## config.mk

```make
export PLATFORM = sky130hd
export DESIGN_NAME = fir_tap_line
export DESIGN_NICKNAME = d
export VERILOG_FILES = /design/src/verilog/fir_data_pkg.sv /design/src/verilog/fir_tap_line.sv
export SDC_FILE = /design/constraint.sdc
export NUM_CORES = 1
export LEC_CHECK = 0
export BUFFER_PORTS_ARGS = -buffer_cell sky130_fd_sc_hd__buf_2
export CAP_MARGIN = 10
export CORE_AREA = 3 3 321 323
export CTS_BUF_LIST = sky130_fd_sc_hd__clkbuf_2 sky130_fd_sc_hd__clkbuf_4 sky130_fd_sc_hd__clkbuf_8
export DETAILED_ROUTE_END_ITERATION = 10
export DIE_AREA = 0 0 324 326
export MAX_ROUTING_LAYER = met4
export PLACE_DENSITY = 0.63
export SLEW_MARGIN = 20
export SYNTH_ARGS = -nofsm -noshare
export SYNTH_HDL_FRONTEND = slang
export SYNTH_SLANG_ARGS = --single-unit
```

## constraint.sdc

```tcl
create_clock -name clk -period 1.1 [get_ports clk]
set_clock_uncertainty 0.2 [all_clocks]
set_input_delay 0.11 -clock clk [delete_from_list [all_inputs] [get_ports clk]]
set_output_delay 0.11 -clock clk [all_outputs]
set_load 0.02 [all_outputs]
```

## src/verilog/fir_data_pkg.sv

```systemverilog
`default_nettype none

package fir_data_pkg;

  //////////////////////////////////////////////////////////////////////
  // sample stream
  //////////////////////////////////////////////////////////////////////

  localparam int SAMPLE_W = 16;
  localparam int NUM_TAPS = 51;

  typedef logic signed [SAMPLE_W-1:0] sample_t;

  // newest sample at index 0
  typedef sample_t tap_vec_t [NUM_TAPS];

  //////////////////////////////////////////////////////////////////////
  // accumulator
  //////////////////////////////////////////////////////////////////////

  // 16-bit sample times 25-bit coefficient
  // the abs sum of the bandpass table at full scale input fits here
  localparam int ACC_W = 41;

  typedef logic signed [ACC_W-1:0] acc_t;

endpackage

`default_nettype wire

```

## src/verilog/fir_tap_line.sv

```systemverilog
`default_nettype none

module fir_tap_line (
  input  wire logic                 clk,
  input  wire logic                 rst_n,
  input  wire logic                 shift_en,
  input  wire fir_data_pkg::sample_t sample,
  output fir_data_pkg::tap_vec_t    taps
);

  //////////////////////////////////////////////////////////////////////
  // sample history
  //////////////////////////////////////////////////////////////////////

  // index 0 holds the newest accepted sample
  always_ff @(posedge clk or negedge rst_n)
  begin
    if (!rst_n)
    begin
      for (int i = 0; i < fir_data_pkg::NUM_TAPS; i++)
      begin
        taps[i] <= '0;
      end
    end
    else if (shift_en)
    begin
      taps[0] <= sample;
      // oldest sample falls off the end
      for (int i = 1; i < fir_data_pkg::NUM_TAPS; i++)
      begin
        taps[i] <= taps[i-1];
      end
    end
  end

endmodule

`default_nettype wire
```

# Yosys cells after proc, flatten, opt, wreduce, memory -nomap -nowiden

Index checks and enable logic that the tools add are counted.

Register bits: 816
Output and inout port bits: 816
Logic and storage cells: 51

# Depth between registers and ports, before layout

Gate-level depths: netlist (run 1).

Depth after elaboration: 0
Mapped depth: 5

# Least setup slack after synthesis (run 1)

Ideal clock, no wire load.

Path kind: input -> register
Start: in shift_en
End: reg taps[590] (netlist name)
Library setup time: 125 ps
Data arrival time: 977 ps
Path slack: -202 ps
Stages on the path: 5
Buffers on the path: 4
Cell sequence: buf_2 > buf_6 > buf_6 > buf_6 > mux2_4

RTL lines:

| item                           | RTL line           | RTL |
|---|---|---|
| start: declaration             | fir_tap_line.sv:6  | `input wire logic shift_en,` |
| end signal: indexed assignment | fir_tap_line.sv:31 | `taps[i] <= taps[i-1];` |
| end: declaration               | fir_tap_line.sv:8  | `output fir_data_pkg::tap_vec_t taps` |

No word-level cell between the ends.

# Worst setup path in the final report (run 1)

Start: reg taps[498] (netlist name)
End: out taps[498] (netlist name)

No word-level cell between the ends.

==> flow_metrics.env, run 1 <==
export IMPL_grt_pass1_vias=24340
export IMPL_area_growth_pct=69.67
export IMPL_firstDrtPassIters=5
export IMPL_finalNetCount=3627
export IMPL_max_freq_mhz=559.5
export IMPL_crit_start="taps[498]"
export IMPL_yosysSeqAreaShare=0.6557
export IMPL_synth_edff_count=0
export IMPL_synthFlopType="dfrtp_1"
export IMPL_largest_register="taps"
export IMPL_wire_per_inst_um=22.44
export IMPL_top_usage_layer="met2"
export IMPL_crit_cells=1
export IMPL_yosysTopAreaCell="dfrtp_1"
export IMPL_synth_top_cell_area_share=0.6557
export IMPL_vias=22780
export IMPL_slew_headroom=0.7048
export IMPL_power_mw=128.5
export IMPL_drtAntennaViolNets=0
export IMPL_cts_buffer_depth=3
export IMPL_use_met3=0.05728
export IMPL_grt_util_met2=0.3467
export IMPL_ys_types=5
export IMPL_grt_pass1_wl_mm=158.4
export IMPL_grt_max_degree=69
export IMPL_power_density_nw_per_um2=2433
export IMPL_synthCells=1723
export IMPL_track_usage=0.2039
export IMPL_initial_core_util=0.3109
export IMPL_cts_tree="built"
export IMPL_crit_family="flip-flops"
export IMPL_drc=0
export IMPL_worstMarginPinSlew_ns=0.4413
export IMPL_critical_path_buf_inv_count=1
export IMPL_ios=835
export IMPL_slew_viol_final=0
export IMPL_leakage_nw=27.42
export IMPL_r2r_cells=3
export IMPL_cts_buffers=139
export IMPL_core_um2=100100
export IMPL_cp_start_kind="flop"
export IMPL_die_w_um=324
export IMPL_cts_root_buf="clkbuf_8"
export IMPL_grt_setup_unrepaired="true"
export IMPL_chipHeight_um=326
export IMPL_synth_area_per_cell_um2=18.07
export IMPL_endpoint="taps[498]"
export IMPL_vias_per_cell=4.539
export IMPL_synthTopCellsByCount="816 x dfrtp_1, 576 x mux2_2, 240 x mux2_4"
export IMPL_worst_slack_ns=-0.6873
export IMPL_finalHoldViolCount=1187
export IMPL_wl_mm=112.6
export IMPL_h_tree_depth=4
export IMPL_synth_area_leaders="dfrtp_1 66%, mux2_2 21%, mux2_4 12%"
export IMPL_largest_reg_flops=816
export IMPL_ys_async_sr_fraction=1.000
export IMPL_crit_chain="buf_6"
export IMPL_clkSlewWorstSetupHoldPaths_ns=0.06
export IMPL_vdd_ir_drop_worst_uv=1843
export IMPL_ys_seq_elements=816
export IMPL_arrival_ns=1.48
export IMPL_drive_gt1_frac=0.7826
export IMPL_holdWs_ns=-0.3196
export IMPL_holdCritPathClass="in2async"
export IMPL_crit_slowest_cell="dfrtp_2"
export IMPL_cp_required_ns=0.79
export IMPL_rrSetupSlack_ns=-0.32
export IMPL_dpl_hpwl_mm=66.08
export IMPL_synth_most_common_cell="dfrtp_1"
export IMPL_yosysWarnings=0
export IMPL_final_core_util=0.5276
export IMPL_post_route_period_util=1.625
export IMPL_cts_hold_buf=41
export IMPL_syn_cell_area_um2=31140
export IMPL_violations="hold timing, setup timing"
export IMPL_top_regs="taps x816"
export IMPL_worstSetupPathType="reg2out"
export IMPL_rr_endpoint="taps[482]"
export IMPL_overflow=0
export IMPL_status="finished with violations"
export IMPL_drt_initial_drc_count=1038
export IMPL_crit_fanout=2
export IMPL_fin_crit_ns=1.787
export IMPL_max_stage_delay_ns=0.51
export IMPL_r2r_start="taps[498]"
export IMPL_fillers=7620
export IMPL_end_kind="output port"
export IMPL_met1_usage=0.2245
export IMPL_io_buffers=834
export IMPL_setup_viol=1547
export IMPL_dieArea_um2=105600
export IMPL_cts_sink_count=816
export IMPL_rows=116
export IMPL_maxCapViolations=0
export IMPL_syn_nets=1742
export IMPL_antenna_found_initial=3
export IMPL_gp_congestion=0.8191
export IMPL_clock_latency_ns=0.79
-- power breakdown --
part | internal (mW) | switching (mW)
sequential | 37.5 | 7.19
clock | 16.2 | 13.0
combinational | 31.3 | 23.3
total | 85.1 | 43.5
-- how the worst min path moves through the flow --
stage / startpoint / endpoint / slack (ns) / cells past startpoint
floorplan: rst_n / taps[0] / -0.39 / 0
global placement: rst_n / taps[526] / -0.1 / 2
detailed placement: rst_n / taps[488] / -0.1 / 2
CTS: shift_en / taps[366] / -0.35 / 3
global route: rst_n / taps[476] / -0.39 / 3
finish: rst_n / taps[476] / -0.32 / 3
-- routing by layer --
layer,routed length (µm),share of wire
met4,4554,0.040
met5,0,0
met3,7612,0.068
met2,58330,0.52
met1,42120,0.37
-- what timing repair did --
action	CTS	global route
resized for setup	1674	64
buffers inserted	663	187
cloned	0	0
endpoints found under the setup margin	824	2381
endpoints found under the hold margin	1632	1578
-- worst reg2reg max path, stage by stage (launching register included) --
cell and delay (ns):
dfrtp_2 0.51, buf_4 0.18, buf_6 0.14, mux2_2 0.27
-- kinds of logic (layout without fill, tap and decap cells) --
group	after synthesis	count (layout)	synth area share
mux	816	816	0.3240
flops	816	816	0.6557
buf+inv	91	2085	0.02025
other cells	0	4	0
-- area by class of cell --
type                    count  area [µm²]  share of cell area
multi-input cells         816       10130              0.1918
well taps                1298        1624             0.03074
flip-flops and latches    816       20480              0.3876
diodes                      4       10.01           0.0001894
clock buffers             230        2809             0.05316
repair buffers           1835       17620              0.3335
clock inverters            20       161.4            0.003055
-- through the flow --
| step | setup TNS (ns) | area [µm²] | std cells | setup slack (ns) |
|---|---|---|---|---|
| after floorplan | -103.18 | 31390 | 1723 | -0.1524 |
| after global placement | -266.56 | 37780 | 3886 | -0.3975 |
| after detailed placement | -267.64 | 37780 | 3886 | -0.4011 |
| after CTS | -653.09 | 51310 | 4840 | -0.8310 |
| after global routing | -595.39 | 52830 | 5017 | -0.8240 |
| final | -499.25 | 52840 | 5019 | -0.6873 |
-- cells in the final DEF, fill, tap and decap left out, types with 16 or more instances in the layout --
master,Yosys,routed
dfrtp_2,0,47
mux2_4,240,252
clkbuf_8,0,173
buf_6,28,859
buf_2,63,16
buf_4,0,875
dfrtp_1,816,769
mux2_2,576,564
clkbuf_4,0,57
buf_12,0,43
dlygate4sd3_1,0,39
No activity file was read; power rests on OpenSTA's default activity.
==> run 2, diff against run 1 <==
--- a/config.mk
+++ b/config.mk
@@ -17,3 +17,4 @@
 export SYNTH_ARGS = -nofsm -noshare
 export SYNTH_HDL_FRONTEND = slang
 export SYNTH_SLANG_ARGS = --single-unit
+export TNS_END_PERCENT = 50
==> run 2 against run 1 <==
The run still ends with hold timing, setup timing left. Via count down 11%. Final cell count is 10% lower. Combinational power is 22% lower. Die area stayed put. Register-to-register slack better by 0.12 ns. Routed wire length shrank 13%. Critical path type unchanged. Largest cell class unchanged. Largest power group is now registers.
==> flow_metrics.env, run 2 (synthesis results as in run 1) <==
export IMPL_cts_root_buf="clkbuf_8"
export IMPL_clkSlewWorstSetupHoldPaths_ns=0.07
export IMPL_wire_per_inst_um=21.77
export IMPL_finalNetCount=3130
export IMPL_drtAntennaViolNets=0
export IMPL_cts_tree="built"
export IMPL_slew_viol_final=0
export IMPL_chipHeight_um=326
export IMPL_cp_start_kind="flop"
export IMPL_fin_crit_ns=1.765
export IMPL_setup_viol=1279
export IMPL_max_stage_delay_ns=0.50
export IMPL_grt_pass1_vias=22010
export IMPL_finalHoldViolCount=889
export IMPL_die_w_um=324
export IMPL_crit_family="flip-flops"
export IMPL_drt_initial_drc_count=851
export IMPL_power_density_nw_per_um2=2454
export IMPL_gp_congestion=0.8216
export IMPL_cts_sink_count=816
export IMPL_layout_common_cells="757 x dfrtp_1, 583 x buf_6, 539 x mux2_2, 363 x buf_2, 311 x buf_4"
export IMPL_grt_max_degree=61
export IMPL_holdWs_ns=-0.2894
export IMPL_drive_gt1_frac=0.7526
export IMPL_vdd_ir_drop_worst_uv=1661
export IMPL_cts_buffer_depth=3
export IMPL_antenna_found_initial=4
export IMPL_ios=835
export IMPL_crit_fanout=2
export IMPL_rows=116
export IMPL_top_regs="taps x816"
export IMPL_dieArea_um2=105600
export IMPL_post_route_period_util=1.605
export IMPL_dpl_hpwl_mm=66.19
export IMPL_max_freq_mhz=566.4
export IMPL_area_growth_pct=51.62
export IMPL_maxCapViolations=0
export IMPL_worst_slack_ns=-0.6655
export IMPL_largest_register="taps"
export IMPL_cts_buffers=140
export IMPL_crit_slowest_cell="dfrtp_2"
export IMPL_arrival_ns=1.46
export IMPL_end_kind="output port"
export IMPL_critical_path_buf_inv_count=1
export IMPL_core_um2=100100
export IMPL_h_tree_depth=4
export IMPL_vias_per_cell=4.487
export IMPL_leakage_nw=24.56
export IMPL_status="finished with violations"
export IMPL_final_common_cell="dfrtp_1"
export IMPL_overflow=0
export IMPL_power_mw=115.8
export IMPL_grt_setup_unrepaired="true"
export IMPL_initial_core_util=0.3109
export IMPL_io_buffers=834
export IMPL_cp_required_ns=0.79
export IMPL_holdCritPathClass="in2reg"
export IMPL_vias=20260
export IMPL_clock_latency_ns=0.79
export IMPL_largest_reg_flops=816
export IMPL_firstDrtPassIters=4
export IMPL_slew_headroom=0.7548
export IMPL_wl_mm=98.31
export IMPL_crit_chain="buf_6"
export IMPL_worstSetupPathType="reg2out"
export IMPL_worstMarginPinSlew_ns=0.3666
export IMPL_violations="hold timing, setup timing"
export IMPL_grt_pass1_wl_mm=144.0
export IMPL_drc=0
export IMPL_track_usage=0.1862
run 2: cell count changes in the layout (fill, tap and decap cells not counted), sizes merged:
cell,previous run,this run
diode,4,3
clkbuf,230,219
inv,7,6
dlygate4sd3,39,38
buf,1796,1299
clkinv,9,15
bufinv,0,1
run 2: layer usage:
layer	wire (µm)	track usage	share of wire
met1	38220	0.2060	0.39
met2	50720	0.3194	0.52
met3	6504	0.05138	0.066
met4	2868	0.06846	0.029
met5	0	-	0
run 2: where the power goes:
part | total (mW) | internal, mW | switching [mW]
logic | 42.4 | 22.5 | 19.9
clock network | 28.6 | 16.0 | 12.6
registers | 44.8 | 37.6 | 7.28
total | 116 | 76.1 | 39.7
run 2: cell type report:
class / count / area (µm²)
Antenna cell: 3 / 7.507
Clock buffer: 219 / 2726
Clock inverter: 26 / 206.4
Fill cell: 8486 / 52930
Multi-Input combinational cell: 816 / 10230
Sequential cell: 816 / 20490
Tap cell: 1298 / 1624
Timing Repair Buffer: 1337 / 11930
run 2: through the flow:
| stage | cells | setup TNS (ns) | setup slack (ns) | utilization | cell area (µm²) |
|---|---|---|---|---|---|
| floorplan | 1723 | -102.86 | -0.1524 | - | 31380 |
| global placement | 3862 | -236.70 | -0.3612 | 0.3751 | 37560 |
| detailed placement | 3862 | -233.72 | -0.3592 | 0.3751 | 37560 |
| CTS | 4507 | -1061.93 | -0.8080 | 0.4627 | 46340 |
| global route | 4513 | -581.30 | -0.7805 | 0.4714 | 47210 |
| finish | 4515 | -473.32 | -0.6655 | 0.4715 | 47210 |
run 2: worst paths after layout:
path                            startpoint  depth (start not counted)  slack (ns)         to
max in group asynchronous            rst_n                          5       -0.08  taps[314]
worst max-delay path             taps[496]                          1       -0.67  taps[496]
worst max register to register   taps[496]                          2       -0.20  taps[480]
worst min-delay path              shift_en                          3       -0.29  taps[286]
worst min register to register     taps[8]                          1        0.31    taps[8]
min in group asynchronous            rst_n                          3       -0.23  taps[467]
run 2: repair_timing:
action,4_1_cts,5_1_grt
gates resized for setup,912,240
setup endpoints to repair,827,1637
buffers inserted,365,10
hold buffers,35,4
hold endpoints to repair,1632,1112
==> run 3, diff against run 2 <==
--- a/config.mk
+++ b/config.mk
@@ -5,14 +5,14 @@
 export SDC_FILE = /design/constraint.sdc
 export NUM_CORES = 1
 export LEC_CHECK = 0
-export BUFFER_PORTS_ARGS = -buffer_cell sky130_fd_sc_hd__buf_2
 export CAP_MARGIN = 10
 export CORE_AREA = 3 3 321 323
 export CTS_BUF_LIST = sky130_fd_sc_hd__clkbuf_2 sky130_fd_sc_hd__clkbuf_4 sky130_fd_sc_hd__clkbuf_8
 export DETAILED_ROUTE_END_ITERATION = 10
 export DIE_AREA = 0 0 324 326
+export DONT_BUFFER_PORTS = 1
 export MAX_ROUTING_LAYER = met4
-export PLACE_DENSITY = 0.63
+export PLACE_DENSITY = 0.56
 export SLEW_MARGIN = 20
 export SYNTH_ARGS = -nofsm -noshare
 export SYNTH_HDL_FRONTEND = slang
==> run 3 against run 2 <==
The flow still finishes with violations (hold timing, setup timing). Critical endpoint unchanged. Total power is 2.8% higher. Largest power group is now combinational logic. Largest cell class unchanged. Sequential share of layout area is 0.32 points lower. Clock power is 2% higher.
==> flow_metrics.env, run 3 (synthesis results as in run 1) <==
export IMPL_overflow=0
export IMPL_gp_congestion=0.8385
export IMPL_chipHeight_um=326
export IMPL_cts_sink_count=816
export IMPL_largest_register="taps"
export IMPL_arrival_ns=1.50
export IMPL_rows=116
export IMPL_drive_gt1_frac=0.7468
export IMPL_crit_slowest_cell="dfrtp_1"
export IMPL_dieArea_um2=105600
export IMPL_crit_start="taps[496]"
export IMPL_r2r_cells=2
export IMPL_post_route_period_util=1.646
export IMPL_clkSlewWorstSetupHoldPaths_ns=0.06
export IMPL_finalHoldViolCount=814
export IMPL_slew_viol_final=0
export IMPL_status="finished with violations"
export IMPL_h_tree_depth=4
export IMPL_max_stage_delay_ns=0.41
export IMPL_drt_initial_drc_count=984
export IMPL_largest_reg_flops=816
export IMPL_area_growth_pct=52.69
export IMPL_grt_max_degree=817
export IMPL_maxCapViolations=0
export IMPL_finalNetCount=3045
export IMPL_worstSetupPathType="reg2out"
export IMPL_worstMarginPinSlew_ns=0.8374
export IMPL_violations="hold timing, setup timing"
export IMPL_top_regs="taps x816"
export IMPL_holdWs_ns=-1.193
export IMPL_track_usage=0.1786
export IMPL_layout_common_cells="762 x dfrtp_1, 613 x buf_6, 579 x buf_4, 539 x mux2_2, 277 x mux2_4"
export IMPL_crit_chain="buf_12 -> buf_8"
export IMPL_rrSetupSlack_ns=-0.12
export IMPL_antenna_found_initial=2
export IMPL_dpl_hpwl_mm=59.62
export IMPL_firstDrtPassIters=5
export IMPL_leakage_nw=24.28
export IMPL_r2r_start="taps[746]"
export IMPL_wire_per_inst_um=22.41
export IMPL_rr_endpoint="taps[746]"
export IMPL_vias_per_cell=4.533
export IMPL_initial_core_util=0.3109
export IMPL_dp_cells=3750
export IMPL_worst_slack_ns=-0.7104
export IMPL_grt_pass1_vias=21430
export IMPL_fin_crit_ns=1.810
export IMPL_setup_viol=1629
export IMPL_grt_pass1_wl_mm=138.8
export IMPL_core_um2=100100
export IMPL_cts_root_buf="clkbuf_8"
export IMPL_cp_start_kind="flop"
export IMPL_die_w_um=324
export IMPL_fillers=8471
export IMPL_wl_mm=99.28
export IMPL_drc=0
export IMPL_clock_latency_ns=0.79
export IMPL_multi_input_area_um2=10230
export IMPL_fin_cells=4429
export IMPL_cp_required_ns=0.79
export IMPL_vdd_ir_drop_worst_uv=1945
export IMPL_slew_headroom=0.4418
export IMPL_io_buffers=0
export IMPL_max_freq_mhz=552.4
export IMPL_grt_setup_unrepaired="true"
export IMPL_cts_buffers=143
export IMPL_cts_tree="built"
export IMPL_end_kind="output port"
export IMPL_drtAntennaViolNets=0
export IMPL_crit_fanout=2
export IMPL_final_common_cell="dfrtp_1"
export IMPL_vias=20080
export IMPL_cts_buffer_depth=3
export IMPL_regArea_um2=20490
export IMPL_final_core_util=0.4748
export IMPL_holdCritPathClass="in2async"
export IMPL_power_density_nw_per_um2=2504
export IMPL_ios=835
export IMPL_endpoint="taps[496]"
run 3: cell types whose count changed in the layout (fill, tap and decap cells not counted), sizes merged:
| cell | previous run | this run |
|---|---|---|
| buf | 1299 | 1208 |
| clkbuf | 219 | 240 |
| dlygate4sd3 | 38 | 30 |
| clkinv | 15 | 9 |
| inv | 6 | 4 |
run 3: where the power goes:
part	internal [mW]	total [mW]	switching [mW]
clock network	16.5	29.2	12.6
registers	37.6	44.5	6.90
logic	24.9	45.4	20.6
run 3: through the flow:
stage | TNS (ns) | setup WS (ns) | cell area [µm²] | power, mW
6_report | -539.44 | -0.7104 | 47550 | 119.1
5_1_grt | -691.52 | -0.8317 | 47540 | 124.3
4_1_cts | -569.64 | -0.8543 | 46070 | 117.4
3_5_place_dp | -48.92 | -0.1605 | 38340 | 78.40
3_3_place_gp | -5.985 | -0.06212 | 38340 | 77.72
2_1_floorplan | -102.86 | -0.1524 | 31380 | 61.34
run 3: worst min path at each step:
stage          start   endpoint  depth (start not counted)
2_1_floorplan  rst_n    taps[0]                          0
3_3_place_gp   rst_n  taps[266]                          0
3_5_place_dp   rst_n  taps[250]                          0
4_1_cts        rst_n  taps[265]                          0
5_1_grt        rst_n  taps[267]                          0
6_report       rst_n  taps[267]                          0
run 3: critical path: cells and delay by family (launching register included):
| kind | cells | cell delay [ns] |
|---|---|---|
| DFF | 1 | 0.41 |
| buffers and inverters | 2 | 0.29 |
run 3: area by class of cell:
cell class / instances / share of cell area
diodes: 3 / 0.0001579
clock buffers: 229 / 0.05958
clock inverters: 18 / 0.003526
multi-input cells: 816 / 0.2151
flip-flops and latches: 816 / 0.4309
well taps: 1298 / 0.03416
repair buffers: 1249 / 0.2566
run 3: timing repair:
item,CTS,global route
hold endpoints to repair,1632,856
endpoints found under the setup margin,832,2141
resized for setup,507,205
gates cloned,0,13
buffers inserted,377,6
hold buffers,16,14
run 3: per-layer routing:
layer / vias to the layer above / wire (µm) / global-route usage
met3: 214 / 7464 / 0.06088
met4: 0 / 4577 / 0.08927
met1: 10350 / 37590 / 0.1895
li1: 8772 / - / -
met5: - / 0 / -
met2: 737 / 49640 / 0.2958
